`config.mk`:
```
export PLATFORM = sky130hd
export DESIGN_NAME = mdll_ctl_sync
export DESIGN_NICKNAME = d
export VERILOG_FILES = /design/src/hw/mdll_pkg.sv /design/src/hw/mdll_ctl_sync.sv
export SDC_FILE = /design/constraint.sdc
export NUM_CORES = 1
export LEC_CHECK = 0
export BUFFER_PORTS_ARGS = -buffer_cell sky130_fd_sc_hd__buf_4
export CORE_MARGIN = 2
export CORE_UTILIZATION = 47
export CTS_CLUSTER_SIZE = 25
export DETAILED_ROUTE_END_ITERATION = 8
export MAX_ROUTING_LAYER = met4
export PLACE_DENSITY = 0.84
export SLEW_MARGIN = 20
export SYNTH_ARGS = -nofsm -noshare
export SYNTH_HDL_FRONTEND = slang
export SYNTH_SLANG_ARGS = --single-unit
```
`constraint.sdc`:
```
create_clock -name clk_lf -period 1.3 [get_ports clk_lf]
set_input_delay 0.065 -clock clk_lf [delete_from_list [all_inputs] [get_ports clk_lf]]
set_output_delay 0.065 -clock clk_lf [all_outputs]
set_load 0.05 [all_outputs]
```
`src/hw/mdll_pkg.sv`:
```
package mdll_pkg;

	// ------------------------------
	// word widths
	// ------------------------------
	localparam int N_DCO_TI  = 8;                  // dco integer bits
	localparam int N_DCO_TF  = 6;                  // dco fraction bits
	localparam int N_DCO_T   = N_DCO_TI + N_DCO_TF;
	localparam int N_DAC_TI  = 6;                  // supply dac integer bits
	localparam int N_DAC_TF  = 6;                  // also the sdm accumulator width
	localparam int N_DAC_T   = N_DAC_TI + N_DAC_TF;
	localparam int N_BB_GB   = 3;
	localparam int N_BB_GDAC = 3;

	typedef logic [N_DCO_T-1:0]   dco_track_t;
	typedef logic [N_DCO_TI-1:0]  dco_int_t;
	typedef logic [N_DAC_T-1:0]   dac_track_t;
	typedef logic [N_DAC_TI-1:0]  dac_int_t;
	typedef logic [N_DAC_TF-1:0]  dac_frac_t;
	typedef logic [N_BB_GB-1:0]   gain_dco_t;
	typedef logic [N_BB_GDAC-1:0] gain_dac_t;

	// top of range: max integer, zero fraction
	localparam dco_track_t DCO_TRACK_MAX = {{N_DCO_TI{1'b1}}, {N_DCO_TF{1'b0}}};
	localparam dac_track_t DAC_TRACK_MAX = {{N_DAC_TI{1'b1}}, {N_DAC_TF{1'b0}}};

	// word +/- 2**g fraction lsbs, clipped to [0, max]
	function automatic dco_track_t sat_step_dco(input dco_track_t word, input logic up,
			input gain_dco_t g);
		logic signed [N_DCO_T+1:0] mag;  // two guard bits for over/underflow
		logic signed [N_DCO_T+1:0] sum;
		mag = (g == '0) ? '0 : ({{(N_DCO_T+1){1'b0}}, 1'b1} << g);  // gain 0 -> no step
		sum = $signed({2'b00, word}) + (up ? mag : -mag);
		if (sum < 0)
			return '0;
		else if (sum > $signed({2'b00, DCO_TRACK_MAX}))
			return DCO_TRACK_MAX;
		return sum[N_DCO_T-1:0];
	endfunction

	// same rule, supply dac word
	function automatic dac_track_t sat_step_dac(input dac_track_t word, input logic up,
			input gain_dac_t g);
		logic signed [N_DAC_T+1:0] mag;
		logic signed [N_DAC_T+1:0] sum;
		mag = (g == '0) ? '0 : ({{(N_DAC_T+1){1'b0}}, 1'b1} << g);
		sum = $signed({2'b00, word}) + (up ? mag : -mag);
		if (sum < 0)
			return '0;
		else if (sum > $signed({2'b00, DAC_TRACK_MAX}))
			return DAC_TRACK_MAX;
		return sum[N_DAC_T-1:0];
	endfunction

endpackage
```
`src/hw/mdll_ctl_sync.sv`:
```
`timescale 1ns/1ps

module mdll_ctl_sync import mdll_pkg::*; #(
	parameter int SYNC_DEPTH = 2       // flops per control bit
) (
	input  logic      clk_lf,
	input  logic      resetn_sync_clk_lf,
	input  logic      load,               // async, quasi-static
	input  logic      sel_dac_loop,       // 1: supply dac loop
	input  logic      en_hold,
	input  logic      freeze_lf_dco_track,
	input  logic      freeze_lf_dac_track,
	input  gain_dco_t gain_bb,
	input  gain_dac_t gain_bb_dac,
	input  logic      en_sdm,
	output logic      load_sync,
	output logic      freeze_dco_sync,
	output logic      freeze_dac_sync,
	output gain_dco_t gain_bb_sync,
	output gain_dac_t gain_bb_dac_sync,
	output logic      en_sdm_sync,
	output logic      latch_dco,          // one pulse on sel_dac_loop rise
	output logic      hold_dco,
	output logic      reset_dac
);

	localparam int N_CTL = 6 + N_BB_GB + N_BB_GDAC;  // single bits + both gain codes

	logic [N_CTL-1:0]                  ctl_async;
	logic [N_CTL-1:0]                  ctl_sync;
	logic [SYNC_DEPTH-1:0][N_CTL-1:0]  sync_q;      // [0] is the metastable stage
	logic                              sel_sync;
	logic                              sel_hist_q;  // extra stage behind sel_sync
	logic                              en_hold_sync;

	// ------------------------------
	// synchronizer chains
	// ------------------------------
	assign ctl_async = {load, en_hold, freeze_lf_dco_track, freeze_lf_dac_track,
		en_sdm, sel_dac_loop, gain_bb, gain_bb_dac};

	// every bit its own chain, gain codes included
	always_ff @(posedge clk_lf or negedge resetn_sync_clk_lf) begin
		if (!resetn_sync_clk_lf) begin
			sync_q     <= '0;
			sel_hist_q <= 1'b0;   // keeps latch_dco low out of reset
		end else begin
			sync_q[0] <= ctl_async;
			for (int i = 1; i < SYNC_DEPTH; i++) begin
				sync_q[i] <= sync_q[i-1];
			end
			sel_hist_q <= sel_sync;
		end
	end

	assign ctl_sync = sync_q[SYNC_DEPTH-1];
	assign {load_sync, en_hold_sync, freeze_dco_sync, freeze_dac_sync,
		en_sdm_sync, sel_sync, gain_bb_sync, gain_bb_dac_sync} = ctl_sync;

	// ------------------------------
	// dac loop mode decode
	// ------------------------------
	assign latch_dco = sel_sync & ~sel_hist_q;                  // rising edge
	assign hold_dco  = sel_sync & sel_hist_q & en_hold_sync;    // dac loop running
	assign reset_dac = ~sel_sync & ~sel_hist_q;                 // nominal bb loop

	// decrement of the dco integer must happen once per mode entry
	a_latch_single: assert property (@(posedge clk_lf) disable iff (!resetn_sync_clk_lf)
		latch_dco |=> !latch_dco);

endmodule

```
[After elaboration in Yosys (flattened, before gate mapping)]
Cells that the tools add are included.
Word-level totals
  output and inout port bits: 13
  flip-flop bits (word level): 25
  input bits: 14
  logic and storage cells: 9
Cells by class
  bitwise operators: 6
Operators with widths (count)
  1-bit AND: 4
  1-bit NOT: 2

[Longest topological paths before layout]
Gate-level depths: netlist (run 1).
  word-level depth: 2
  gate-level depth with buffers: 1
  depth with buffers taken out: 1

[Least setup slack after synthesis (run 1)]
Ideal clock, no wire load.
  path kind: reg2out
  start point: reg sync_q, in the netlist ctl_sync[6]
  end point: out reset_dac
  arrival: 1.038 ns
  required time: 1.235 ns
  buffers on the path: 0
  path slack: 0.197 ns
  cell stages (with the launch flop): 2
  path through: dfrtp_1 nor2_1
Between the ends
  word-level cells in the longest chain between the ends: 2
Ends and longest elaborated chain
  start, declared: line mdll_ctl_sync.sv:31  | logic [SYNC_DEPTH-1:0][N_CTL-1:0] sync_q;
  start signal, assigned by index: line mdll_ctl_sync.sv:50  | sync_q[i] <= sync_q[i-1];
  1-bit NOT: line mdll_ctl_sync.sv:65  | assign reset_dac = ~sel_sync & ~sel_hist_q;
  1-bit AND: line mdll_ctl_sync.sv:65
  end, declared: line mdll_ctl_sync.sv:24  | output logic reset_dac
Every way passes these cells.

[Final worst setup path (run 1)]
  start point: reg sel_hist_q
  end point: out hold_dco
Between the ends
  word-level cells in the longest chain between the ends: 2
Ends and longest elaborated chain
  start, declared: line mdll_ctl_sync.sv:33  | logic sel_hist_q;
  start signal, assigned: line mdll_ctl_sync.sv:52  | sel_hist_q <= sel_sync;
  1-bit AND (2 in a row): line mdll_ctl_sync.sv:64  | assign hold_dco = sel_sync & sel_hist_q & en_hold_sync;
  end, declared: line mdll_ctl_sync.sv:23  | output logic hold_dco,
Every way passes these cells.

==> reports/qor.csv, run 1 <==
metric,value,unit
slew_viol_final,0,
power_density,1300,mW/mm²
synth.area.mux_share,0,%
viasPerCell,4.13,
drt_iter0_markers,1,
clockRootBuffer,clkbuf_4,
fillCellCount,87,
crit_path_start_kind,register,
die-height,42.3,µm
die_w,42.3,µm
cp_max_fo,3,
path_cells,"and3_2, buf_4",
gp_congestion,0.673,
setup-tns-final,0,ns
globalRouteOverflowTotal,0,
h-tree-depth,1,
worst_slack,0.136,ns
antenna_found_initial,0,
dr.pass1.iters,2,
drive_gt1_share,43.7,%
worst_pin_slew,0.286,ns
synthSimpleGateAreaFrac,2.90,%
place_ws,0.467,ns
clock.fmax,859,MHz
vias,355,
area_delta_synth_final,47.1,%
setup_viol,0,
critPathRequiredTime,1.24,ns
synth_compound_area_share,0,%
min-delay-path-class,in -> async,
diodes,0,
synth-adder-area-share,0,%
synthCells,34,
r2r_setup_slack,0.77,ns
core,0.00133,mm²
io_pins,27,
crit_type,reg -> out,
crit_buf_inv,1,
yosys_warnings,0,
clock_path_buffers,2,
slowest_stage,dfrtp_1,
status,"complete, no violations",
syn_area,691,µm²
leakagePower,0.000499,µW
fin_crit_sh,89.5,%
rows,13,
syn_nets,48,
clk_pin_slew,0.11,ns
nNetsFinal,86,
die_area,0.00179,mm²
drv_cap,0,
tritoncts,built,
rsz0062_at_grt,false,
grt_pass1_wl,1550,µm
insertion_delay,0.30,ns
synth-seq-cells,25,
arrival,1.10,ns
ir_drop,832,µV
yosysTopAreaCellShare,90.6,%
ys_types,5,
grt_max_degree,26,
post_cts_buffers,0,
cpPeakStageDelay,0.41,ns
initial_core_util,51.8,%
finalHoldViolations,0,
skew,0.000816,ns
ant_nets,0,
yosysTopAreaCell,dfrtp_1,
layout_min_cycle_time,1.16,ns
cts_buffers,3,
grt_util_all_layers,12.6,%
routed_wl,885,µm
ys_seq_area_share,90.6,%
clock-sinks,25,
avgSynthCellArea,20.3,µm²
io_buffers,26,
synth-xor-area-share,0,%
grt_pass1_vias,350,
synth.area.top_cells,"dfrtp_1 91%, buf_4 6.5%, and2b_2 1.3%",
drcViolationCount,0,
synth_top_family_by_area,buffers and inverters,
worst_setup_path_end_kind,primary output,
cts_resized,0,
routedWlPerCell,10.3,µm
relSlewSlack,80.9,%
path_delay_family,flip-flops,
==> cell usage in the layout, fill, tap and decap left out <==
cell type,count
dfrtp_1,25
nor2_1,1
and3_2,1
and2b_2,1
buf_4,26
clkbuf_1,1
dlygate4sd3_1,13
clkbuf_4,3
==> where the power goes <==
part,total (µW),leakage [µW],switching (µW),internal (µW)
combinational,183,0.000193,105,78.0
sequential,827,0.000291,11.4,816
clock,308,0.0000150,189,119
==> final cells by class <==
cell class	instances	area (µm²)	share of cell area [%]
sequential	25	626	61.6
clock buffer	4	26.3	2.59
tap	15	18.8	1.85
timing repair buffer	39	325	32.0
multi-input combinational	3	20.0	1.97
==> cell families after synthesis <==
kind of cell / after synthesis
buffers and inverters: 6
flip-flops: 25
AND/OR/NAND/NOR: 3
==> registers in the layout (all words and copies together) (netlist names) <==
register	flops
ctl_sync	12
sel_hist_q	1
sync_q	12
==> path summary, 6_finish.rpt <==
path / startpoint / endpoint / cells past startpoint
max in group asynchronous: resetn_sync_clk_lf / ctl_sync[2] / 2
min in group clk_lf: sync_q[1] / ctl_sync[1] / 0
hold / removal: resetn_sync_clk_lf / ctl_sync[3] / 2
hold reg to reg: sync_q[1] / ctl_sync[1] / 0
setup / recovery: sel_hist_q / hold_dco / 2
setup reg to reg: ctl_sync[6] / sel_hist_q / 0
==> layer usage <==
metal,vias to the layer above,global-route usage (%),routed length (µm)
met2,21,18.2,427
met3,0,3.45,90
li1,172,-,-
met5,-,-,0
met1,162,15.9,367
met4,0,7.50,0
==> Yosys cell counts <==
master and n:
dfrtp_1 25, nor2_1 1, and2b_2 1, buf_4 6, and3_2 1
==> stage by stage <==
step	std cells	cell area [µm²]	hold slack, ns	power (µW)	utilization (%)
2_1_floorplan	34	691	-0.231	933	-
3_3_place_gp	69	860	-0.0298	995	64.4
3_5_place_dp	69	860	-0.0251	999	64.4
4_1_cts	86	1020	0.173	1350	76.2
5_1_grt	86	1020	0.184	1400	76.2
6_report	86	1020	0.185	1320	76.2
==> repair_timing <==
action                                 CTS  global route
endpoints found under the hold margin   37             0
setup endpoints to repair                0             0
hold buffers                            13             0
Power figures use the tool's default switching activity.
==> run 2: changes to the inputs <==
--- a/config.mk
+++ b/config.mk
@@ -7,11 +7,10 @@
 export LEC_CHECK = 0
 export BUFFER_PORTS_ARGS = -buffer_cell sky130_fd_sc_hd__buf_4
 export CORE_MARGIN = 2
-export CORE_UTILIZATION = 47
+export CORE_UTILIZATION = 30
 export CTS_CLUSTER_SIZE = 25
 export DETAILED_ROUTE_END_ITERATION = 8
-export MAX_ROUTING_LAYER = met4
-export PLACE_DENSITY = 0.84
+export PLACE_DENSITY = 0.6
 export SLEW_MARGIN = 20
 export SYNTH_ARGS = -nofsm -noshare
 export SYNTH_HDL_FRONTEND = slang
==> run 2 against run 1 <==
Compared with the run above:
- critical path type unchanged
- global-route usage fell by 4.3 points
- combinational power barely moved
- flip-flop and latch count did not move
- non-clock buffer count did not move
- setup slack got worse by 0.00099 ns
- design area rose by 1.6%
- clock-buffer cell count did not move
- critical path depth did not move
- largest cell class unchanged
==> reports/qor.csv, run 2 (synthesized netlist as in run 1, its figures left out) <==
metric,value,unit,change
layout_commonest_cell,buf_4,,
vias,361,,+1.7%
grt_max_degree,26,,unchanged
routedWlPerCell,10.2,µm,-1.1%
hold_slack,0.177,ns,-0.00810 ns
setup_viol,0,,unchanged
post_cts_buffers,0,,unchanged
clock_path_buffers,2,,unchanged
drv_cap,0,,unchanged
rows,17,,+4
r2r-start,ctl_sync[6],,
viasPerCell,3.65,,-12%
status,"complete, no violations",,
die_area,0.00270,mm²,+51%
clock_power_share,24.1,%,+0.7 points
skew,0.000509,ns,-0.000308 ns
clockRootBuffer,clkbuf_4,,
area_delta_synth_final,49.5,%,
drive_gt1_share,43.7,%,unchanged
rsz0062_at_grt,false,,
arrival,1.10,ns,about the same
grt_pass1_wl,1530,µm,-1.4%
slowest_stage,dfrtp_1,,
drcViolationCount,0,,unchanged
ant_nets,0,,unchanged
setup-tns-final,0,ns,unchanged
die-height,52.0,µm,+23%
layout_min_cycle_time,1.16,ns,+0.000992 ns
grt_util_all_layers,8.29,%,-4.3 points
power_density,1290,mW/mm²,-0.42%
h-tree-depth,1,,unchanged
fin_crit_sh,89.6,%,about the same
clk_pin_slew,0.12,ns,about the same
relSlewSlack,80.1,%,-0.83 points
critPathRequiredTime,1.24,ns,about the same
die_w,52.0,µm,+23%
io_buffers,26,,unchanged
grt_pass1_vias,367,,+4.9%
slew_viol_final,0,,unchanged
insertion_delay,0.30,ns,about the same
p_sw,321,µW,+5.0%
worst_setup_path_end_kind,primary output,,
dr.pass1.iters,1,,-1
core,0.00219,mm²,+64%
diodes,0,,unchanged
tritoncts,built,,
cts_hold_buf,13,,unchanged
r2r_setup_slack,0.77,ns,about the same
pwr-share-seq,62.0,%,-0.7 points
crit_path_start_kind,register,,
leakagePower,0.000499,µW,unchanged
routed_wl,1010,µm,+14%
cts_resized,0,,unchanged
nNetsFinal,86,,unchanged
internal-power,1010,µW,about the same
cts_buffers,3,,unchanged
ir_drop,804,µV,-3.3%
finalHoldViolations,0,,unchanged
swShare,24.0,%,+0.87 points
rr_endpoint,sel_hist_q,,
drt_iter0_markers,0,,-1
worst_pin_slew,0.299,ns,+0.0125 ns
path_cells,"and3_2, buf_4",,
clock-sinks,25,,unchanged
globalRouteOverflowTotal,0,,unchanged
cpPeakStageDelay,0.42,ns,about the same
mostFrequentLayoutCells,"26 x buf_4, 25 x dfrtp_1, 13 x dlygate4sd3_1",,
initial_core_util,31.5,%,-20 points
gp_congestion,0.550,,-18%
p_comb_share,13.9,%,about the same
antenna_found_initial,0,,unchanged
cp_max_fo,4,,+1
min-delay-path-class,in -> async,,
io_pins,27,,unchanged
crit_type,reg -> out,,
reg2regPathDepth,0,,unchanged
clock.fmax,859,MHz,about the same
-- run 2: how the worst max path moves through the flow --
stage	startpoint	endpoint	slack, ns	depth (start not counted)
finish	ctl_sync[6]	hold_dco	0.14	2
global route	ctl_sync[6]	latch_dco	0.07	2
CTS	ctl_sync[6]	hold_dco	0.11	2
detailed placement	ctl_sync[6]	hold_dco	0.47	2
global placement	ctl_sync[6]	hold_dco	0.49	2
floorplan	ctl_sync[6]	reset_dac	0.20	1
-- run 2: area by class of cell --
| type | instances | area, µm² |
|---|---|---|
| multi-input cells | 3 | 20.0 |
| clock buffers | 4 | 26.3 |
| fillers | 190 | 1160 |
| flip-flops and latches | 25 | 626 |
| well taps | 28 | 35.0 |
| repair buffers | 39 | 325 |
-- run 2: power groups by stage --
stage	Clock [µW]	Sequential [µW]	Combinational [µW]
global placement	0	841	154
floorplan	0	863	69.5
CTS	346	828	186
detailed placement	0	844	155
global route	378	833	194
finish	322	827	185
-- run 2: metrics by stage --
step           util (%)  total power [µW]  cell area (µm²)  setup WS (ns)  instances
2_1_floorplan         -               933              691          0.197         34
3_3_place_gp       40.0               996              876          0.489         82
6_report           47.1              1330             1030          0.135         99
4_1_cts            47.1              1360             1030          0.109         99
3_5_place_dp       40.0               999              876          0.474         82
5_1_grt            47.1              1410             1030         0.0680         99
-- run 2: critical path: cells and delay by family (launching register included) --
family / cells / cell delay (ns)
buf+inv: 1 / 0.18
flops: 1 / 0.42
simple gates: 1 / 0.20
-- run 2: layer usage --
layer | GRT usage (%) | vias to the layer above | wire [µm]
met4 | 5.26 | 0 | 0
met2 | 13.9 | 19 | 516
met3 | 2.87 | 0 | 100
met5 | 0 | - | 0
met1 | 8.78 | 169 | 392
li1 | - | 173 | -
